**config.mk**
```make
export PLATFORM = sky130hd
export DESIGN_NAME = cdb_core
export DESIGN_NICKNAME = d
export VERILOG_FILES = /design/src/source/ooo_pkg.sv /design/src/source/exec_pipe.sv /design/src/source/cdb.sv /design/src/source/rob_window.sv /design/src/source/phys_regfile.sv /design/src/source/cdb_core.sv
export SDC_FILE = /design/constraint.sdc
export NUM_CORES = 2
export LEC_CHECK = 0
export BUFFER_PORTS_ARGS = -buffer_cell sky130_fd_sc_hd__buf_4
export CAP_MARGIN = 40
export CORE_ASPECT_RATIO = 1.75
export CORE_MARGIN = 4
export CORE_UTILIZATION = 35
export DETAILED_ROUTE_END_ITERATION = 8
export PLACE_DENSITY = 0.5
export RECOVER_POWER = 50
export SYNTH_ARGS = -nofsm -noshare
export SYNTH_HDL_FRONTEND = slang
export SYNTH_SLANG_ARGS = --single-unit
export TNS_END_PERCENT = 50
```
**constraint.sdc**
```tcl
create_clock -name clock -period 28.8 [get_ports clock]
set_input_delay 0 -clock clock [delete_from_list [all_inputs] [get_ports clock]]
set_output_delay 0 -clock clock [all_outputs]
set_load 0.005 [all_outputs]
```
**src/source/ooo_pkg.sv**
```systemverilog
// ********************
// ooo_pkg
// opcode type, pipe count and pipe indices
// shared by the completion core
// ********************
package ooo_pkg;

  // opcodes carried down the execution pipes
  typedef enum logic [2:0] {
    OP_ADD = 3'd0,  // a + b
    OP_SUB = 3'd1,  // a - b
    OP_AND = 3'd2,  // bitwise and
    OP_XOR = 3'd3,  // bitwise xor
    OP_MUL = 3'd4   // low XLEN bits of a * b
  } fu_op_t;

  // execution pipes, one bus slot each
  localparam int NUM_FU = 2;

  // pipe indices, lower index wins the bus
  localparam int FU_ALU = 0;  // single cycle
  localparam int FU_MUL = 1;  // three cycles

  // architectural register index width
  localparam int REG_BITS = 5;  // 32 arch regs

endpackage

```
**src/source/exec_pipe.sv**
```systemverilog
`timescale 1ns/1ps
// ********************
// exec_pipe
// fixed latency execution pipe, alu ops resolve at entry and mul at the last stage
// freezes while its bus slot is held and drops squashed items
// ********************
module exec_pipe #(
  parameter int LATENCY   = 1,
  parameter int XLEN      = 32,
  parameter int ROB_DEPTH = 8,
  parameter int PR_COUNT  = 32
) (
  input  logic                         clock,
  input  logic                         reset,
  input  logic                         in_valid,
  input  ooo_pkg::fu_op_t              in_op,
  input  logic [XLEN-1:0]              in_a,
  input  logic [XLEN-1:0]              in_b,
  input  logic [$clog2(PR_COUNT)-1:0]  in_tag,
  input  logic [$clog2(ROB_DEPTH)-1:0] in_rob_idx,
  input  logic [ooo_pkg::REG_BITS-1:0] in_dest,
  output logic                         in_ready,
  input  logic                         rollback_en,
  input  logic [$clog2(ROB_DEPTH)-1:0] rollback_idx,
  input  logic [$clog2(ROB_DEPTH)-1:0] rollback_span,
  output logic                         done,
  output logic [$clog2(PR_COUNT)-1:0]  tag,
  output logic [$clog2(ROB_DEPTH)-1:0] rob_idx,
  output logic [ooo_pkg::REG_BITS-1:0] dest,
  output logic [XLEN-1:0]              result,
  input  logic                         slot_free
);
  localparam int ROB_BITS = $clog2(ROB_DEPTH);
  localparam int TAG_BITS = $clog2(PR_COUNT);

  logic [LATENCY-1:0]           vld;              // stage valid bits
  logic [LATENCY-1:0]           nxt_vld;
  logic [LATENCY-1:0]           kill;             // stage younger than rollback
  logic [ROB_BITS-1:0]          age    [LATENCY]; // distance past rollback_idx
  ooo_pkg::fu_op_t              op_q   [LATENCY];
  logic [XLEN-1:0]              a_q    [LATENCY];
  logic [XLEN-1:0]              b_q    [LATENCY];
  logic [XLEN-1:0]              res_q  [LATENCY]; // alu result from entry
  logic [TAG_BITS-1:0]          tag_q  [LATENCY];
  logic [ROB_BITS-1:0]          rob_q  [LATENCY];
  logic [ooo_pkg::REG_BITS-1:0] dest_q [LATENCY];
  logic                         hold;             // output waiting on the slot

  function automatic logic [XLEN-1:0] alu(input ooo_pkg::fu_op_t op,
                                          input logic [XLEN-1:0] a,
                                          input logic [XLEN-1:0] b);
    case (op)
      ooo_pkg::OP_ADD: return a + b;
      ooo_pkg::OP_SUB: return a - b;
      ooo_pkg::OP_AND: return a & b;
      ooo_pkg::OP_XOR: return a ^ b;
      default:         return '0;  // mul resolves at the output stage
    endcase
  endfunction

  assign hold     = vld[LATENCY-1] && !slot_free;  // slot busy, freeze everything
  assign in_ready = !hold;

  always_comb begin
    for (int i = 0; i < LATENCY; i++) begin
      age[i]  = rob_q[i] - rollback_idx;  // wraps mod ROB_DEPTH
      kill[i] = rollback_en && vld[i] && (age[i] != '0) && (age[i] <= rollback_span);
    end
  end

  always_comb begin
    nxt_vld = vld & ~kill;  // frozen stages keep survivors
    if (!hold) begin
      nxt_vld[0] = in_valid;
      for (int i = 1; i < LATENCY; i++) begin
        nxt_vld[i] = vld[i-1] && !kill[i-1];  // squash on the way through
      end
    end
  end

  always_ff @(posedge clock) begin
    if (reset) begin
      vld <= '0;
    end else begin
      vld <= nxt_vld;
    end
  end

  always_ff @(posedge clock) begin
    if (!hold) begin
      op_q[0]   <= in_op;
      a_q[0]    <= in_a;
      b_q[0]    <= in_b;
      res_q[0]  <= alu(in_op, in_a, in_b);  // add/sub/and/xor done here
      tag_q[0]  <= in_tag;
      rob_q[0]  <= in_rob_idx;
      dest_q[0] <= in_dest;
      for (int i = 1; i < LATENCY; i++) begin
        op_q[i]   <= op_q[i-1];
        a_q[i]    <= a_q[i-1];
        b_q[i]    <= b_q[i-1];
        res_q[i]  <= res_q[i-1];
        tag_q[i]  <= tag_q[i-1];
        rob_q[i]  <= rob_q[i-1];
        dest_q[i] <= dest_q[i-1];
      end
    end
  end

  assign done    = vld[LATENCY-1];
  assign tag     = tag_q[LATENCY-1];
  assign rob_idx = rob_q[LATENCY-1];
  assign dest    = dest_q[LATENCY-1];
  assign result  = (op_q[LATENCY-1] == ooo_pkg::OP_MUL) ?
                   a_q[LATENCY-1] * b_q[LATENCY-1] :  // low bits of the product
                   res_q[LATENCY-1];

endmodule

```
**src/source/cdb.sv**
```systemverilog
`timescale 1ns/1ps
// ********************
// cdb
// one result slot per pipe, rollback squash of younger slots
// lowest held index broadcasts each cycle and frees its slot
// ********************
module cdb #(
  parameter int XLEN      = 32,
  parameter int ROB_DEPTH = 8,
  parameter int PR_COUNT  = 32
) (
  input  logic                                                clock,
  input  logic                                                reset,
  input  logic [ooo_pkg::NUM_FU-1:0]                          fu_done,
  input  logic [ooo_pkg::NUM_FU-1:0][$clog2(PR_COUNT)-1:0]    fu_tag,
  input  logic [ooo_pkg::NUM_FU-1:0][$clog2(ROB_DEPTH)-1:0]   fu_rob_idx,
  input  logic [ooo_pkg::NUM_FU-1:0][ooo_pkg::REG_BITS-1:0]   fu_dest,
  input  logic [ooo_pkg::NUM_FU-1:0][XLEN-1:0]                fu_result,
  input  logic                                                rollback_en,
  input  logic [$clog2(ROB_DEPTH)-1:0]                        rollback_idx,
  input  logic [$clog2(ROB_DEPTH)-1:0]                        rollback_span,
  output logic [ooo_pkg::NUM_FU-1:0]                          slot_free,
  output logic                                                complete_en,
  output logic [$clog2(PR_COUNT)-1:0]                         complete_tag,
  output logic [$clog2(ROB_DEPTH)-1:0]                        complete_rob_idx,
  output logic [ooo_pkg::REG_BITS-1:0]                        complete_dest,
  output logic [XLEN-1:0]                                     complete_value
);
  localparam int NUM_FU   = ooo_pkg::NUM_FU;
  localparam int FU_BITS  = (NUM_FU > 1) ? $clog2(NUM_FU) : 1;
  localparam int ROB_BITS = $clog2(ROB_DEPTH);
  localparam int TAG_BITS = $clog2(PR_COUNT);

  logic [NUM_FU-1:0]                        taken;      // slot holds a result
  logic [NUM_FU-1:0][TAG_BITS-1:0]          s_tag;
  logic [NUM_FU-1:0][ROB_BITS-1:0]          s_rob;
  logic [NUM_FU-1:0][ooo_pkg::REG_BITS-1:0] s_dest;
  logic [NUM_FU-1:0][XLEN-1:0]              s_value;
  logic [NUM_FU-1:0][ROB_BITS-1:0]          slot_age;   // held entry past rollback_idx
  logic [NUM_FU-1:0][ROB_BITS-1:0]          in_age;     // incoming entry past rollback_idx
  logic [NUM_FU-1:0]                        slot_kill;  // held entry is younger
  logic [NUM_FU-1:0]                        in_kill;    // incoming entry is younger
  logic                                     hit;        // something to broadcast
  logic [FU_BITS-1:0]                       pick;       // winning slot

  // rollback window test, same rule for held and incoming entries
  always_comb begin
    for (int i = 0; i < NUM_FU; i++) begin
      slot_age[i]  = s_rob[i] - rollback_idx;
      in_age[i]    = fu_rob_idx[i] - rollback_idx;
      slot_kill[i] = rollback_en && taken[i] &&
                     (slot_age[i] != '0) && (slot_age[i] <= rollback_span);
      in_kill[i]   = rollback_en && (in_age[i] != '0) && (in_age[i] <= rollback_span);
    end
  end

  // priority pick, scan down so the lowest index lands last
  always_comb begin
    hit  = 1'b0;
    pick = '0;
    for (int i = NUM_FU - 1; i >= 0; i--) begin
      if (taken[i] && !slot_kill[i]) begin
        hit  = 1'b1;
        pick = FU_BITS'(i);
      end
    end
  end

  // free when empty, broadcasting now or squashed
  always_comb begin
    for (int i = 0; i < NUM_FU; i++) begin
      slot_free[i] = !taken[i] || slot_kill[i] || (hit && (pick == FU_BITS'(i)));
    end
  end

  always_ff @(posedge clock) begin
    if (reset) begin
      taken <= '0;
    end else begin
      for (int i = 0; i < NUM_FU; i++) begin
        if (slot_free[i]) begin
          taken[i] <= fu_done[i] && !in_kill[i];  // younger arrivals dropped
        end
      end
    end
  end

  always_ff @(posedge clock) begin
    for (int i = 0; i < NUM_FU; i++) begin
      if (slot_free[i] && fu_done[i]) begin
        s_tag[i]   <= fu_tag[i];
        s_rob[i]   <= fu_rob_idx[i];
        s_dest[i]  <= fu_dest[i];
        s_value[i] <= fu_result[i];
      end
    end
  end

  assign complete_en      = hit;
  assign complete_tag     = s_tag[pick];    // to regfile and wakeup
  assign complete_rob_idx = s_rob[pick];    // to reorder window
  assign complete_dest    = s_dest[pick];   // to map table
  assign complete_value   = s_value[pick];

endmodule

```
**src/source/rob_window.sv**
```systemverilog
`timescale 1ns/1ps
// ********************
// rob_window
// hands out ROB indices, tracks completion and retires in order
// pulls the tail back on rollback
// ********************
module rob_window #(
  parameter int ROB_DEPTH = 8
) (
  input  logic                         clock,
  input  logic                         reset,
  input  logic                         alloc,
  output logic [$clog2(ROB_DEPTH)-1:0] alloc_idx,
  output logic                         rob_full,
  input  logic                         complete_en,
  input  logic [$clog2(ROB_DEPTH)-1:0] complete_rob_idx,
  input  logic                         rollback_en,
  input  logic [$clog2(ROB_DEPTH)-1:0] rollback_idx,
  output logic [$clog2(ROB_DEPTH)-1:0] rollback_span,
  output logic                         retire_valid,
  output logic [$clog2(ROB_DEPTH)-1:0] retire_rob_idx
);
  localparam int ROB_BITS = $clog2(ROB_DEPTH);
  localparam int CNT_BITS = ROB_BITS + 1;

  logic [ROB_BITS-1:0]  head;       // oldest entry
  logic [ROB_BITS-1:0]  tail;       // next free entry
  logic [ROB_BITS-1:0]  new_tail;   // tail after rollback recovery
  logic [CNT_BITS-1:0]  count;      // outstanding entries
  logic [CNT_BITS-1:0]  count_nxt;
  logic [ROB_DEPTH-1:0] done_bits;  // completed, waiting to retire
  logic                 retire;

  // entries strictly younger than rollback_idx
  assign rollback_span = tail - rollback_idx - 1'b1;

  // issue in a rollback cycle lands on the recovered tail
  assign new_tail  = rollback_en ? rollback_idx + 1'b1 : tail;
  assign alloc_idx = new_tail;

  assign rob_full = (count == CNT_BITS'(ROB_DEPTH));
  assign retire   = (count != '0) && done_bits[head];  // head done

  assign retire_valid   = retire;
  assign retire_rob_idx = head;

  always_comb begin
    count_nxt = count + CNT_BITS'(alloc) - CNT_BITS'(retire);
    if (rollback_en) begin
      count_nxt = count_nxt - CNT_BITS'(rollback_span);  // drop the squashed ones
    end
  end

  always_ff @(posedge clock) begin
    if (reset) begin
      head      <= '0;
      tail      <= '0;
      count     <= '0;
      done_bits <= '0;
    end else begin
      count <= count_nxt;
      tail  <= new_tail + ROB_BITS'(alloc);
      if (retire) begin
        head            <= head + 1'b1;
        done_bits[head] <= 1'b0;  // entry free again
      end
      if (alloc) begin
        done_bits[new_tail] <= 1'b0;  // stale bit from a squashed entry
      end
      if (complete_en) begin
        done_bits[complete_rob_idx] <= 1'b1;
      end
    end
  end

endmodule

```
**src/source/phys_regfile.sv**
```systemverilog
`timescale 1ns/1ps
// ********************
// phys_regfile
// physical registers written by the bus broadcast
// one combinational read port, p0 stays zero
// ********************
module phys_regfile #(
  parameter int XLEN     = 32,
  parameter int PR_COUNT = 32
) (
  input  logic                        clock,
  input  logic                        reset,
  input  logic                        write_en,
  input  logic [$clog2(PR_COUNT)-1:0] write_tag,
  input  logic [XLEN-1:0]             write_value,
  input  logic [$clog2(PR_COUNT)-1:0] read_tag,
  output logic [XLEN-1:0]             read_value
);
  localparam int TAG_BITS = $clog2(PR_COUNT);

  logic [XLEN-1:0] regs [PR_COUNT];  // physical registers
  logic            wr_ok;            // write to a real register

  assign wr_ok = write_en && (write_tag != TAG_BITS'(0));  // p0 ignores writes

  always_ff @(posedge clock) begin
    if (reset) begin
      for (int i = 0; i < PR_COUNT; i++) begin
        regs[i] <= '0;
      end
    end else if (wr_ok) begin
      regs[write_tag] <= write_value;
    end
  end

  // new value visible the cycle after the broadcast
  assign read_value = (read_tag == TAG_BITS'(0)) ? '0 : regs[read_tag];

endmodule

```
**src/source/cdb_core.sv**
```systemverilog
`timescale 1ns/1ps
// ********************
// cdb_core
// completion half of the core, issue into alu and mul pipes
// bus broadcast into regfile and reorder window
// ********************
module cdb_core #(
  parameter int XLEN      = 32,
  parameter int ROB_DEPTH = 8,
  parameter int PR_COUNT  = 32
) (
  input  logic                                clock,
  input  logic                                reset,
  input  logic                                issue_valid,
  input  logic [$clog2(ooo_pkg::NUM_FU)-1:0]  issue_fu,
  input  ooo_pkg::fu_op_t                     issue_op,
  input  logic [XLEN-1:0]                     issue_a,
  input  logic [XLEN-1:0]                     issue_b,
  input  logic [$clog2(PR_COUNT)-1:0]         issue_tag,
  input  logic [ooo_pkg::REG_BITS-1:0]        issue_dest,
  output logic                                issue_ready,
  input  logic                                rollback_en,
  input  logic [$clog2(ROB_DEPTH)-1:0]        rollback_idx,
  output logic                                complete_en,
  output logic [$clog2(PR_COUNT)-1:0]         complete_tag,
  output logic [$clog2(ROB_DEPTH)-1:0]        complete_rob_idx,
  output logic [ooo_pkg::REG_BITS-1:0]        complete_dest,
  output logic [XLEN-1:0]                     complete_value,
  output logic                                retire_valid,
  output logic [$clog2(ROB_DEPTH)-1:0]        retire_rob_idx,
  output logic                                rob_full,
  input  logic [$clog2(PR_COUNT)-1:0]         read_tag,
  output logic [XLEN-1:0]                     read_value
);
  localparam int NUM_FU   = ooo_pkg::NUM_FU;
  localparam int FU_BITS  = $clog2(NUM_FU);
  localparam int ROB_BITS = $clog2(ROB_DEPTH);
  localparam int TAG_BITS = $clog2(PR_COUNT);

  logic [NUM_FU-1:0]                        fu_valid;    // steered issue valid
  logic [NUM_FU-1:0]                        fu_ready;
  logic [NUM_FU-1:0]                        fu_done;
  logic [NUM_FU-1:0][TAG_BITS-1:0]          fu_tag;
  logic [NUM_FU-1:0][ROB_BITS-1:0]          fu_rob_idx;
  logic [NUM_FU-1:0][ooo_pkg::REG_BITS-1:0] fu_dest;
  logic [NUM_FU-1:0][XLEN-1:0]              fu_result;
  logic [NUM_FU-1:0]                        slot_free;   // bus back-pressure
  logic [ROB_BITS-1:0]                      alloc_idx;   // ROB index for the issuing op
  logic [ROB_BITS-1:0]                      rollback_span;
  logic                                     alloc;

  assign issue_ready = fu_ready[issue_fu] && !rob_full;
  assign alloc       = issue_valid && issue_ready;

  assign fu_valid[ooo_pkg::FU_ALU] = issue_valid && !rob_full &&
                                     (issue_fu == FU_BITS'(ooo_pkg::FU_ALU));
  assign fu_valid[ooo_pkg::FU_MUL] = issue_valid && !rob_full &&
                                     (issue_fu == FU_BITS'(ooo_pkg::FU_MUL));

  exec_pipe #(.LATENCY(1), .XLEN(XLEN), .ROB_DEPTH(ROB_DEPTH), .PR_COUNT(PR_COUNT)) u_alu (
    .clock, .reset,
    .in_valid(fu_valid[ooo_pkg::FU_ALU]), .in_op(issue_op), .in_a(issue_a), .in_b(issue_b),
    .in_tag(issue_tag), .in_rob_idx(alloc_idx), .in_dest(issue_dest),
    .in_ready(fu_ready[ooo_pkg::FU_ALU]),
    .rollback_en, .rollback_idx, .rollback_span,
    .done(fu_done[ooo_pkg::FU_ALU]), .tag(fu_tag[ooo_pkg::FU_ALU]),
    .rob_idx(fu_rob_idx[ooo_pkg::FU_ALU]), .dest(fu_dest[ooo_pkg::FU_ALU]),
    .result(fu_result[ooo_pkg::FU_ALU]), .slot_free(slot_free[ooo_pkg::FU_ALU])
  );

  exec_pipe #(.LATENCY(3), .XLEN(XLEN), .ROB_DEPTH(ROB_DEPTH), .PR_COUNT(PR_COUNT)) u_mul (
    .clock, .reset,
    .in_valid(fu_valid[ooo_pkg::FU_MUL]), .in_op(issue_op), .in_a(issue_a), .in_b(issue_b),
    .in_tag(issue_tag), .in_rob_idx(alloc_idx), .in_dest(issue_dest),
    .in_ready(fu_ready[ooo_pkg::FU_MUL]),
    .rollback_en, .rollback_idx, .rollback_span,
    .done(fu_done[ooo_pkg::FU_MUL]), .tag(fu_tag[ooo_pkg::FU_MUL]),
    .rob_idx(fu_rob_idx[ooo_pkg::FU_MUL]), .dest(fu_dest[ooo_pkg::FU_MUL]),
    .result(fu_result[ooo_pkg::FU_MUL]), .slot_free(slot_free[ooo_pkg::FU_MUL])
  );

  cdb #(.XLEN(XLEN), .ROB_DEPTH(ROB_DEPTH), .PR_COUNT(PR_COUNT)) u_cdb (
    .clock, .reset,
    .fu_done, .fu_tag, .fu_rob_idx, .fu_dest, .fu_result,
    .rollback_en, .rollback_idx, .rollback_span,
    .slot_free,
    .complete_en, .complete_tag, .complete_rob_idx, .complete_dest, .complete_value
  );

  rob_window #(.ROB_DEPTH(ROB_DEPTH)) u_rob (
    .clock, .reset,
    .alloc, .alloc_idx, .rob_full,
    .complete_en, .complete_rob_idx,
    .rollback_en, .rollback_idx, .rollback_span,
    .retire_valid, .retire_rob_idx
  );

  phys_regfile #(.XLEN(XLEN), .PR_COUNT(PR_COUNT)) u_prf (
    .clock, .reset,
    .write_en(complete_en), .write_tag(complete_tag), .write_value(complete_value),
    .read_tag, .read_value
  );

endmodule

```
==> impl_metrics.ini <==
[yosys]
synth_cell_types = 66
synth_xor_xnor_area_share_pct = 2.175
synth_flop_cell = edfxtp_1
synth_top_family_by_area = adder cells
ys_async_sr_fraction_pct = 0
synth-edff-count = 1562
syn_area_um2 = 97860
synth_seq_cells = 1586
syn_inst = 7700
ys_warn_count = 0
synth_fa_ha_area_share_pct = 21.31
muxShareOfSynthArea_pct = 8.702
synthSimpleGateAreaFrac_pct = 11.70
synth-compound-area-share_pct = 2.547
seq_area_frac_synth_pct = 48.42
syn_avg_cell_area_um2 = 12.71

[timing]
hold_viol = 0
clock-skew-final_ns = 0.1384
fin_ws_ns = 14.86
period_share_pct = 48.41
rsz0062_at_grt = no
worstMarginPinSlew_ns = 9.198
slew_headroom_pct = -513.2
fmax_mhz = 71.72
finalSetupTns_ns = 0
finalMaxSlewViolations = 1710
setup_violations = 0
post-route-min-period_ns = 13.94

[clocking]
clk_pin_slew_ns = 0.06
cts_buffers = 165
cts_root_buffer = clkbuf_16
clock-sinks = 1586
h-tree-depth = 4
cts_tree = built
cts_max_path_buffers = 4
clk_latency_ns = 0.88

[floorplan]
initial_core_util_pct = 35.20
fp.dieW_um = 407.7
io_pins = 174
die-area_um2 = 288500
fp-row-count = 256
die_h_um = 707.5
core_area_um2 = 278000

[status]
status = finished with violations
violations = capacitance limit, slew limit

[job]
drv_cap = 47

[critical_path]
cp_max_fo = 131
timing.rr.start = u_rob.tail[0]
rr_endpoint = u_mul.b_q[0][7]
critPathKind = in -> out
worstPathArrival_ns = 13.94
slowest_delay_ns = 6.63
cp_common_cell = clkbuf_1
path_buf_inv = 4
critPathLaunchType = primary input
r2r_slack_ns = 16.57
reg2regPathDepth = 17
worstPathCellList = clkbuf_1, clkbuf_1, or4_1, nor2_4, clkbuf_1, nor2_1, clkbuf_4
critPathCaptureType = output port
cp.required_ns = 28.80
critPathTopFamily = buffers and inverters
crit_start = read_tag[1]
slowest_stage = clkbuf_1

[grt]
antenna_found_initial = 15
grtUsageTotal_pct = 21.45
grt_max_degree = 132
grt_pass1_vias = 66010
grt_pass1_wl_um = 451400
gr-total-overflow = 0

[cells_and_area]
area_delta_synth_final_pct = 12.37
drive_above_1_share_pct = 9.910
fin_area_um2 = 110000
fin_util_pct = 39.55
fin_nets = 9271

[route]
vias_per_cell = 5.117
vias = 60060
drtIter0Drc = 4555
wl_per_cell_um = 26.41
routed_wl_um = 310000
first_pass_iters = 7
drc_errors = 0
ant_nets = 0

[placement]
gp_congestion = 0.8829
portBuffers = 173
dp_slack_ns = 20.83
post_dp_cell_area_um2 = 105200
dp_hpwl_um = 217400

[hold_path]
min_path_type = in -> reg
min_from = issue_tag[2]
whs_endpoint = u_mul.tag_q[0][2]
holdPathStages = 2
[cells in the final DEF, fill, tap and decap left out, types with 161 or more instances in the layout]
cell / n
edfxtp_1: 1562
nor2_1: 1141
inv_1: 843
fa_1: 826
and2_1: 622
nand2_1: 582
ha_1: 345
mux4_2: 322
clkbuf_1: 197
clkbuf_16: 168
xnor2_1: 161
[logic make-up (layout without fill, tap and decap cells)]
group,Yosys count,after routing
other cells,2,147
xor+xnor,243,243
simple gates,2526,2526
fa+ha+maj,1171,1171
buf+inv,1329,1610
flops,1586,1586
mux,445,445
compound gates,398,398
[state kept, by name (all words and copies together) (netlist names), 15 cells and up]
register and count:
u_mul.a_q 96, u_mul.tag_q 15, u_mul.res_q 96, u_alu.res_q 32, u_alu.a_q 32, u_prf.regs 1024
u_mul.dest_q 15, u_alu.b_q 32, u_mul.b_q 96, u_cdb.s_value 64
[metal layers]
metal	track usage, %	wire, um	vias to the layer above
met5	0	67	-
met3	2.000	11620	619
met2	42.85	176500	1654
met4	9.744	17050	10
li1	-	-	26160
met1	22.34	104800	31610
[cell usage after synthesis (4+ instances only)]
cell type	n	area (um2)
o21ai_0	108	540.5
edfxtp_1	1562	46900
buf_1	41	153.9
a31oi_1	15	93.84
o21bai_1	9	67.56
nor2b_1	17	106.4
a2111oi_0	4	35.03
ha_1	345	4317
a21o_1	36	270.3
and2_1	624	3904
a21oi_1	105	525.5
or4_1	5	37.54
or3_1	7	43.79
o21a_1	18	135.1
o31ai_1	14	105.1
o211ai_1	5	37.54
or2_2	4	25.02
xor2_1	82	718.2
mux4_2	322	7252
mux2_2	16	180.2
nand3_1	32	160.2
clkbuf_1	411	1543
nor2_1	1142	4287
nand2b_1	56	350.3
mux2i_1	106	1061
xnor2_1	161	1410
o2111ai_1	4	35.03
fa_1	826	16540
dfxtp_1	24	480.5
o221ai_1	9	78.83
buf_2	32	160.2
nor3_1	23	115.1
a211oi_1	37	277.8
inv_1	842	3161
nand4_1	7	43.79
nand2_1	584	2192
and3_1	12	75.07
o41ai_1	5	43.79
[timing repair]
| item | CTS | global route |
|---|---|---|
| resized for setup | 0 | 0 |
| setup buffers | 0 | 0 |
| hold endpoints to repair | 207 | 0 |
| endpoints found under the setup margin | 0 | 0 |
| hold buffers | 112 | 0 |
[worst max path at each step]
stage,slack [ns],depth (start not counted),endpoint
3_3_place_gp,20.63,23,u_cdb.s_value[63]
4_1_cts,20.87,23,u_cdb.s_value[63]
6_report,14.86,7,read_value[19]
3_5_place_dp,20.83,24,u_cdb.s_value[63]
2_1_floorplan,18.17,13,u_mul.vld[1]
5_1_grt,14.56,7,read_value[19]
[worst reg2reg max path, stage by stage, from the launching register on]
cell	delay (ns)
dfxtp_1	0.44
ha_1	0.19
inv_1	0.04
fa_1	0.77
ha_1	0.33
nor2b_1	0.13
o21ai_0	0.17
a32oi_1	0.09
o21ai_0	0.26
nor2_1	0.15
nand2_1	0.42
clkbuf_1	0.44
clkbuf_1	2.48
clkbuf_1	1.49
clkbuf_1	2.01
clkbuf_1	0.81
buf_4	0.74
buf_4	0.84
[layout make-up]
cell class,instances,area (um2)
Clock buffer,201,4328
Fill cell,26430,168100
Sequential cell,1586,47390
Antenna cell,3,7.507
Clock inverter,79,718.2
Timing Repair Buffer,486,3679
Tap cell,3612,4519
Inverter,844,3168
Multi-Input combinational cell,4927,46160
[per-stage QoR]
stage,hold slack [ns],instances
2_1_floorplan,0.06784,7842
3_3_place_gp,0.1861,11280
3_5_place_dp,0.1894,11340
4_1_cts,0.003661,11740
5_1_grt,0.1505,11740
6_report,0.1609,11740
Power is not shown: default switching activity piles up to over one toggle a cycle in this logic, so the estimate is an artifact.
